[src/riscv_decode_pkg.sv]
`default_nettype none

package riscv_decode_pkg;

   localparam int unsigned xlen           = 32;
   localparam int unsigned reg_addr_width = 5;
   localparam int unsigned seq_width      = 64;

   // instruction field positions
   localparam int unsigned opcode_lsb = 0;
   localparam int unsigned opcode_msb = 6;
   localparam int unsigned rd_lsb     = 7;
   localparam int unsigned rd_msb     = 11;
   localparam int unsigned funct3_lsb = 12;
   localparam int unsigned funct3_msb = 14;
   localparam int unsigned rs1_lsb    = 15;
   localparam int unsigned rs1_msb    = 19;
   localparam int unsigned rs2_lsb    = 20;
   localparam int unsigned rs2_msb    = 24;
   localparam int unsigned funct7_lsb = 25;
   localparam int unsigned funct7_msb = 31;

   // funct7 values of the base set
   localparam logic [6:0] funct7_base = 7'b0000000;
   localparam logic [6:0] funct7_alt  = 7'b0100000;

   // major opcodes, prefixed opc_ so they stay apart from op_t
   typedef enum logic [6:0] {
      opc_lui      = 7'b0110111,
      opc_auipc    = 7'b0010111,
      opc_jal      = 7'b1101111,
      opc_jalr     = 7'b1100111,
      opc_branch   = 7'b1100011,
      opc_load     = 7'b0000011,
      opc_store    = 7'b0100011,
      opc_imm      = 7'b0010011,
      opc_reg      = 7'b0110011,
      opc_misc_mem = 7'b0001111,
      opc_system   = 7'b1110011
   } major_opcode_t;

   typedef enum logic [2:0] {
      fmt_none,
      fmt_i,
      fmt_s,
      fmt_b,
      fmt_u,
      fmt_j
   } imm_format_t;

   // numbered from 0 in this order; the cases file depends on it
   typedef enum logic [5:0] {
      op_add,
      op_addi,
      op_and,
      op_andi,
      op_auipc,
      op_beq,
      op_bge,
      op_bgeu,
      op_blt,
      op_bltu,
      op_bne,
      op_ebreak,
      op_ecall,
      op_fence,
      op_jal,
      op_jalr,
      op_lb,
      op_lbu,
      op_lh,
      op_lhu,
      op_lui,
      op_lw,
      op_or,
      op_ori,
      op_sb,
      op_sh,
      op_sll,
      op_slli,
      op_slt,
      op_slti,
      op_sltiu,
      op_sltu,
      op_sra,
      op_srai,
      op_srl,
      op_srli,
      op_sub,
      op_sw,
      op_xor,
      op_xori,
      op_illegal
   } op_t;

endpackage : riscv_decode_pkg

`default_nettype wire
[src/instruction_decoder.sv]
`timescale 1ns/1ps
`default_nettype none

module instruction_decoder
   import riscv_decode_pkg::*;
(
   input  wire logic                      clock,
   input  wire logic                      reset,
   input  wire logic                      fetch_valid,
   input  wire logic [xlen-1:0]           fetch_addr,
   input  wire logic [xlen-1:0]           fetch_instr,
   output logic                           decode_valid,
   output logic      [seq_width-1:0]      decode_seq,
   output logic      [xlen-1:0]           decode_addr,
   output logic      [xlen-1:0]           decode_instr,
   output op_t                            decode_op,
   output logic      [reg_addr_width-1:0] decode_rd,
   output logic      [reg_addr_width-1:0] decode_rs1,
   output logic      [reg_addr_width-1:0] decode_rs2,
   output logic      [xlen-1:0]           decode_immed
);

   op_t                       op;
   imm_format_t               imm_format;
   logic [reg_addr_width-1:0] rd;
   logic [reg_addr_width-1:0] rs1;
   logic [reg_addr_width-1:0] rs2;
   logic [xlen-1:0]           immed;

   // combinational decode of the fetched word
   opcode_decoder i_opcode_decoder (
      .instr      (fetch_instr),
      .op         (op),
      .imm_format (imm_format),
      .rd         (rd),
      .rs1        (rs1),
      .rs2        (rs2)
   );

   immediate_generator i_immediate_generator (
      .instr      (fetch_instr),
      .imm_format (imm_format),
      .immed      (immed)
   );

   // single pipeline stage
   decode_register i_decode_register (
      .clock        (clock),
      .reset        (reset),
      .fetch_valid  (fetch_valid),
      .fetch_addr   (fetch_addr),
      .fetch_instr  (fetch_instr),
      .op           (op),
      .rd           (rd),
      .rs1          (rs1),
      .rs2          (rs2),
      .immed        (immed),
      .decode_valid (decode_valid),
      .decode_seq   (decode_seq),
      .decode_addr  (decode_addr),
      .decode_instr (decode_instr),
      .decode_op    (decode_op),
      .decode_rd    (decode_rd),
      .decode_rs1   (decode_rs1),
      .decode_rs2   (decode_rs2),
      .decode_immed (decode_immed)
   );

endmodule : instruction_decoder

`default_nettype wire

[src/decode_register.sv]
`timescale 1ns/1ps
`default_nettype none

module decode_register
   import riscv_decode_pkg::*;
(
   input  wire logic                      clock,
   input  wire logic                      reset,
   input  wire logic                      fetch_valid,
   input  wire logic [xlen-1:0]           fetch_addr,
   input  wire logic [xlen-1:0]           fetch_instr,
   input  wire op_t                       op,
   input  wire logic [reg_addr_width-1:0] rd,
   input  wire logic [reg_addr_width-1:0] rs1,
   input  wire logic [reg_addr_width-1:0] rs2,
   input  wire logic [xlen-1:0]           immed,
   output logic                           decode_valid,
   output logic      [seq_width-1:0]      decode_seq,
   output logic      [xlen-1:0]           decode_addr,
   output logic      [xlen-1:0]           decode_instr,
   output op_t                            decode_op,
   output logic      [reg_addr_width-1:0] decode_rd,
   output logic      [reg_addr_width-1:0] decode_rs1,
   output logic      [reg_addr_width-1:0] decode_rs2,
   output logic      [xlen-1:0]           decode_immed
);

   // valid follows fetch by one cycle, sequence counts accepted instructions
   always_ff @(posedge clock) begin
      if (reset) begin
         decode_valid <= 1'b0;
         decode_seq   <= '0;
      end else begin
         decode_valid <= fetch_valid;
         if (fetch_valid) begin
            decode_seq <= decode_seq + 1'b1;
         end
      end
   end

   // payload loads on valid only and holds otherwise
   always_ff @(posedge clock) begin
      if (fetch_valid) begin
         decode_addr  <= fetch_addr;
         decode_instr <= fetch_instr;
         decode_op    <= op;
         decode_rd    <= rd;
         decode_rs1   <= rs1;
         decode_rs2   <= rs2;
         decode_immed <= immed;
      end
   end

endmodule : decode_register

`default_nettype wire

[src/immediate_generator.sv]
`timescale 1ns/1ps
`default_nettype none

module immediate_generator
   import riscv_decode_pkg::*;
(
   input  wire logic        [xlen-1:0] instr,
   input  wire imm_format_t            imm_format,
   output logic             [xlen-1:0] immed
);

   logic            sign;
   logic [xlen-1:0] immed_i;
   logic [xlen-1:0] immed_s;
   logic [xlen-1:0] immed_b;
   logic [xlen-1:0] immed_u;
   logic [xlen-1:0] immed_j;

   assign sign = instr[xlen-1];

   assign immed_i = {{(xlen-12){sign}}, instr[funct7_msb:funct7_lsb], instr[rs2_msb:rs2_lsb]};
   assign immed_s = {{(xlen-12){sign}}, instr[funct7_msb:funct7_lsb], instr[rd_msb:rd_lsb]};

   // branch offset bits are scattered, bit 0 always zero
   assign immed_b = {
      {(xlen-13){sign}},
      instr[31],
      instr[7],
      instr[30:25],
      instr[11:8],
      1'b0
   };

   assign immed_u = {instr[xlen-1:funct3_lsb], 12'b0};

   assign immed_j = {
      {(xlen-21){sign}},
      instr[31],
      instr[rs1_msb:funct3_lsb],
      instr[20],
      instr[30:21],
      1'b0
   };

   always_comb begin
      case (imm_format)
         fmt_i:   immed = immed_i;
         fmt_s:   immed = immed_s;
         fmt_b:   immed = immed_b;
         fmt_u:   immed = immed_u;
         fmt_j:   immed = immed_j;
         default: immed = '0;
      endcase
   end

endmodule : immediate_generator

`default_nettype wire

[src/opcode_decoder.sv]
`timescale 1ns/1ps
`default_nettype none

module opcode_decoder
   import riscv_decode_pkg::*;
(
   input  wire  logic [xlen-1:0]           instr,
   output op_t                             op,
   output imm_format_t                     imm_format,
   output logic       [reg_addr_width-1:0] rd,
   output logic       [reg_addr_width-1:0] rs1,
   output logic       [reg_addr_width-1:0] rs2
);

   major_opcode_t opcode;
   logic [2:0]    funct3;
   logic [6:0]    funct7;
   logic          uses_rd;
   logic          uses_rs1;
   logic          uses_rs2;

   assign opcode = major_opcode_t'(instr[opcode_msb:opcode_lsb]);
   assign funct3 = instr[funct3_msb:funct3_lsb];
   assign funct7 = instr[funct7_msb:funct7_lsb];

   // operation from opcode, then funct3 and funct7
   always_comb begin
      op = op_illegal;
      case (opcode)
         opc_lui:   op = op_lui;
         opc_auipc: op = op_auipc;
         opc_jal:   op = op_jal;
         opc_jalr: begin
            if (funct3 == 3'b000) op = op_jalr;
         end
         opc_branch: begin
            case (funct3)
               3'b000:  op = op_beq;
               3'b001:  op = op_bne;
               3'b100:  op = op_blt;
               3'b101:  op = op_bge;
               3'b110:  op = op_bltu;
               3'b111:  op = op_bgeu;
               default: op = op_illegal;
            endcase
         end
         opc_load: begin
            case (funct3)
               3'b000:  op = op_lb;
               3'b001:  op = op_lh;
               3'b010:  op = op_lw;
               3'b100:  op = op_lbu;
               3'b101:  op = op_lhu;
               default: op = op_illegal;
            endcase
         end
         opc_store: begin
            case (funct3)
               3'b000:  op = op_sb;
               3'b001:  op = op_sh;
               3'b010:  op = op_sw;
               default: op = op_illegal;
            endcase
         end
         opc_imm: begin
            case (funct3)
               3'b000: op = op_addi;
               3'b010: op = op_slti;
               3'b011: op = op_sltiu;
               3'b100: op = op_xori;
               3'b110: op = op_ori;
               3'b111: op = op_andi;
               // shifts keep a funct7 in the upper immediate bits
               3'b001: begin
                  if (funct7 == funct7_base) op = op_slli;
               end
               default: begin
                  if (funct7 == funct7_base) op = op_srli;
                  else if (funct7 == funct7_alt) op = op_srai;
               end
            endcase
         end
         opc_reg: begin
            if (funct7 == funct7_base) begin
               case (funct3)
                  3'b000:  op = op_add;
                  3'b001:  op = op_sll;
                  3'b010:  op = op_slt;
                  3'b011:  op = op_sltu;
                  3'b100:  op = op_xor;
                  3'b101:  op = op_srl;
                  3'b110:  op = op_or;
                  default: op = op_and;
               endcase
            end else if (funct7 == funct7_alt) begin
               if (funct3 == 3'b000) op = op_sub;
               else if (funct3 == 3'b101) op = op_sra;
            end
         end
         opc_misc_mem: begin
            if (funct3 == 3'b000) op = op_fence;
         end
         opc_system: begin
            // everything but the 12-bit function must be zero
            if (instr[rs1_msb:rd_lsb] == '0) begin
               if (instr[funct7_msb:rs2_lsb] == 12'h000) op = op_ecall;
               else if (instr[funct7_msb:rs2_lsb] == 12'h001) op = op_ebreak;
            end
         end
         default: op = op_illegal;
      endcase
   end

   // immediate format and register usage per operation
   always_comb begin
      imm_format = fmt_none;
      uses_rd    = 1'b1;
      uses_rs1   = 1'b1;
      uses_rs2   = 1'b0;
      case (op)
         op_lui, op_auipc: begin
            imm_format = fmt_u;
            uses_rs1   = 1'b0;
         end
         op_jal: begin
            imm_format = fmt_j;
            uses_rs1   = 1'b0;
         end
         op_jalr, op_lb, op_lh, op_lw, op_lbu, op_lhu, op_addi, op_slti, op_sltiu,
         op_xori, op_ori, op_andi, op_slli, op_srli, op_srai: begin
            imm_format = fmt_i;
         end
         op_beq, op_bne, op_blt, op_bge, op_bltu, op_bgeu: begin
            imm_format = fmt_b;
            uses_rd    = 1'b0;
            uses_rs2   = 1'b1;
         end
         op_sb, op_sh, op_sw: begin
            imm_format = fmt_s;
            uses_rd    = 1'b0;
            uses_rs2   = 1'b1;
         end
         op_fence, op_ecall, op_ebreak, op_illegal: begin
            uses_rd  = 1'b0;
            uses_rs1 = 1'b0;
         end
         default: begin
            // register-register alu
            uses_rs2 = 1'b1;
         end
      endcase
   end

   assign rd  = uses_rd  ? instr[rd_msb:rd_lsb]   : '0;
   assign rs1 = uses_rs1 ? instr[rs1_msb:rs1_lsb] : '0;
   assign rs2 = uses_rs2 ? instr[rs2_msb:rs2_lsb] : '0;

endmodule : opcode_decoder

`default_nettype wire

[config.mk]
export PLATFORM = sky130hd
export DESIGN_NAME = instruction_decoder
export DESIGN_NICKNAME = d
export VERILOG_FILES = /design/src/riscv_decode_pkg.sv /design/src/instruction_decoder.sv /design/src/decode_register.sv /design/src/immediate_generator.sv /design/src/opcode_decoder.sv
export SDC_FILE = /design/constraint.sdc
export NUM_CORES = 1
export LEC_CHECK = 0
export BUFFER_PORTS_ARGS = -buffer_cell sky130_fd_sc_hd__clkbuf_2
export CAP_MARGIN = 5
export CORE_MARGIN = 3
export CORE_UTILIZATION = 50
export CTS_CLUSTER_SIZE = 25
export DETAILED_ROUTE_END_ITERATION = 12
export GPL_ROUTABILITY_DRIVEN = 0
export PLACE_DENSITY = 0.8
export SETUP_SLACK_MARGIN = 0.15
export SKIP_CTS_REPAIR_TIMING = 1
export SLEW_MARGIN = 20
export SYNTH_ARGS = -nofsm -noshare
export SYNTH_HDL_FRONTEND = slang
export SYNTH_SLANG_ARGS = --single-unit
[constraint.sdc]
create_clock -name clock -period 7.84 [get_ports clock]
set_clock_uncertainty 0.2 [all_clocks]
set_input_delay 1.176 -clock clock [delete_from_list [all_inputs] [get_ports clock]]
set_output_delay 1.176 -clock clock [all_outputs]
set_load 0.01 [all_outputs]
==> summary.md <==
| Metric | Value |
|---|---|
| Status | `finished, final reports clean` |
| Root buffer cell | `clkbuf_16` |
| Gate Count Post-Synth | `693` |
| Full die area | `around 17000 µm²` |
| Crit-path max FO | `18` |
| Setup TNS | `0 ps` |
| Area of the core | `15370 µm²` |
| Fillers | `roughly 1200` |
| Mapped Nets | `around 760` |
| Power per Cell Area | `about 210 nW/µm²` |
| Reg2Reg Launch Point | `i_decode_register.decode_seq[20]` |
| Final WL | `19380 µm` |
| Hold_sp | `i_decode_register.decode_seq[47]` |
| Hold Path Class | `register to register` |
| Hold path endpoint | `i_decode_register.decode_seq[47]` |
| Most common flop cell mapped by yosys | `edfxtp_1` |
| Hold Path Depth | `2` |
| Vias | `6389` |
| Critical Path End Type | `register` |
| Worst EP arrival | `4790 ps` |
| RR Endpoint | `i_decode_register.decode_seq[62]` |
| GRT overflow | `0` |
| Synth cell types | `84` |
| Ant. Diodes | `0` |
| Inst Count DP | `about 1100` |
| Vias in the first global route | `approximately 5700` |
| Seq/Total Area, Yosys | `0.6059` |
| Post-DRT Antenna Nets | `0` |
| H-tree depth | `4` |
| CP Launch Type | `input pin` |
| Slew Limit Fails | `0` |
| CTS tree | `done` |
| Yosys synthesis warning count | `0` |
| Mapped Area | `7946 µm²` |
| Area Growth Syn to Fin | `25.41%` |
| DRC Markers | `0` |
| Initial antenna violation count | `0` |
| EDFF count, synth | `117` |
| WL per Instance | `~17 µm` |
| Clk_lat worst skew | `between 400 and 500 ps` |
| Vias/cell | `5.494` |
| Worst-path clk slew | `80 ps` |
| FF-to-FF path depth | `8` |
| Leak Pwr | `4.040 nW` |
| Critical path class | `input pin to register` |
| Final Hold Violating Endpoints | `0` |
| PortBufs | `between 200 and 250` |
| Final cell count without fillers | `1163` |
| Register bit total from synthesis | `around 180` |
| Starting DRT DRC Count | `around 630` |
| Slew HR | `0.2714` |
| Pre-antenna DRT Iters | `5` |
| Die Height | `around 130 µm` |
| Max clock buf depth | `2` |
| Req. time, crit path | `approximately 7800 ps` |
| Layout Utilization | `0.6484` |
| Inserted Clock Buffers | `17` |
| Final setup viols | `0` |
| Gr usage total | `0.2176` |
| Hold Slack | `304.3 ps` |
| Period Utilization, post-route | `0.6188` |
| Max-cap viol count | `0` |
| Num Clock Sinks | `~180` |
| Min cycle time layout | `~4900 ps` |
| Mean Syn Cell Area | `11.47 µm²` |
| Core Rows | `between 40 and 50` |
| Share of cells above drive strength 1 | `0.3288` |
| Starting Density | `0.5170` |
| I/O pin count | `around 250` |
| Flop2flop setup slack | `approximately 4600 ps` |
| Post-synth ARST share | `0` |
| Largest net degree at the start of global routing | `between 70 and 80` |
| DP HPWL | `14070 µm` |
| Worst-margin pin slew | `1089 ps` |
| DIE WIDTH | `about 130 µm` |
| FMAX | `around 200 MHz` |
| First-pass GRT wire length | `30520 µm` |
| Max IR drop VDD | `approximately 150 µV` |
| Final Total Pwr | `approximately 2.1 mW` |
| Final nets | `1007` |
| RSZ-0062 raised after global routing | `no` |
synth_stat cells, types with 3 or more instances:
library cell,n,area share
edfxtp_1,117,0.44
nor2_1,85,0.040
dfxtp_1,65,0.16
nand2_1,54,0.026
xor2_1,35,0.039
nand3_1,25,0.016
o21ai_0,22,0.014
and2_1,21,0.017
nand4_1,19,0.015
a21oi_1,16,0.010
nor3_1,16,0.010
or3_1,16,0.013
xnor2_1,16,0.018
and3_1,13,0.010
clkbuf_1,13,0.0061
inv_1,12,0.0057
a21o_1,11,0.010
nor2b_1,10,0.0079
o21ai_2,10,0.011
buf_2,7,0.0044
nand2b_1,7,0.0055
o211ai_1,7,0.0066
nor4_1,6,0.0047
and4_1,5,0.0055
o21a_1,5,0.0047
a211oi_1,4,0.0038
a22o_1,4,0.0044
a32oi_1,3,0.0033
nor3b_1,3,0.0028
or2_2,3,0.0024
critical path, cell delays in order:
cell      delay, ps
clkbuf_2        210
or3b_2          500
nor2_1          830
a32oi_1         180
o41ai_2         200
nor2_1          220
o311ai_2        380
o311ai_4        180
nor3_4          700
o21ai_0         210
metal layers:
layer  track usage  up-vias  share of wire
met5             0        -              0
met4       0.08926        0          0.027
met3       0.06603       44          0.097
met2        0.3361      320           0.47
met1        0.2880     2975           0.41
li1              -     3050              -
kinds of logic (layout without fill, tap and decap cells):
kind of cell               after synthesis  in the layout  share of synthesized area
AOI/OAI and AO/OA                      114            114                     0.1088
and+or+nand+nor                        306            306                     0.2056
buffers and inverters                   38            297                    0.02062
adders and majority gates                1              1                   0.001574
DFF                                    182            182                     0.6059
xor gates and xnor gates                51             51                    0.05621
muxes                                    1              1                   0.001260
stage by stage:
stage | area (µm²) | setup slack, ps
finish | 9966 | 2989
global route | 9966 | 2760
CTS | 9966 | 3022
detailed placement | 9365 | 2663
global placement | 9365 | 2827
floorplan | 7946 | 3795
final cells by class:
cell class                 instances  area [µm²]  share of cell area
tap                              211       264.0             0.02649
timing repair buffer             251        1266              0.1271
clock inverter                    15       175.2             0.01758
multi-input combinational        473        2968              0.2978
clock buffer                      17       425.4             0.04269
sequential                       182        4815              0.4831
inverter                          14       52.55            0.005273
sequential cells by signal (all words and copies together) (netlist names):
register,flops
i_decode_register.decode_seq,64
i_decode_register.decode_addr,32
i_decode_register.decode_immed,32
i_decode_register.decode_instr,32
i_decode_register.decode_op,6
i_decode_register.decode_rd,5
i_decode_register.decode_rs1,5
i_decode_register.decode_rs2,5
i_decode_register.decode_valid,1
power by group:
part,total (mW),switching (mW),internal [mW]
clock network,0.858,0.399,0.459
logic,0.172,0.110,0.0617
registers,1.09,0.0148,1.07
cell usage in the layout, fill, tap and decap left out, types with 7 or more instances in the layout:
master,count
clkbuf_2,247
edfxtp_1,117
nor2_1,85
dfxtp_1,65
nand2_1,54
xor2_1,35
nand3_1,25
o21ai_0,22
and2_1,21
nand4_1,19
clkbuf_16,17
nor3_1,16
or3_1,16
a21oi_1,16
xnor2_1,16
and3_1,13
inv_1,12
a21o_1,11
nor2b_1,10
o21ai_2,10
nand2b_1,7
o211ai_1,7
worst max-delay path by stage:
stage	startpoint	to	slack, ps	depth (start not counted)
3_5_place_dp	fetch_instr[6]	i_decode_register.decode_immed[24]	2660	10
2_1_floorplan	fetch_instr[12]	i_decode_register.decode_immed[20]	3800	11
3_3_place_gp	fetch_instr[6]	i_decode_register.decode_immed[24]	2830	10
6_report	fetch_instr[6]	i_decode_register.decode_immed[24]	2990	10
4_1_cts	fetch_instr[6]	i_decode_register.decode_immed[24]	3020	10
5_1_grt	fetch_instr[6]	i_decode_register.decode_immed[24]	2760	10
No activity file was read; power rests on OpenSTA's default activity.
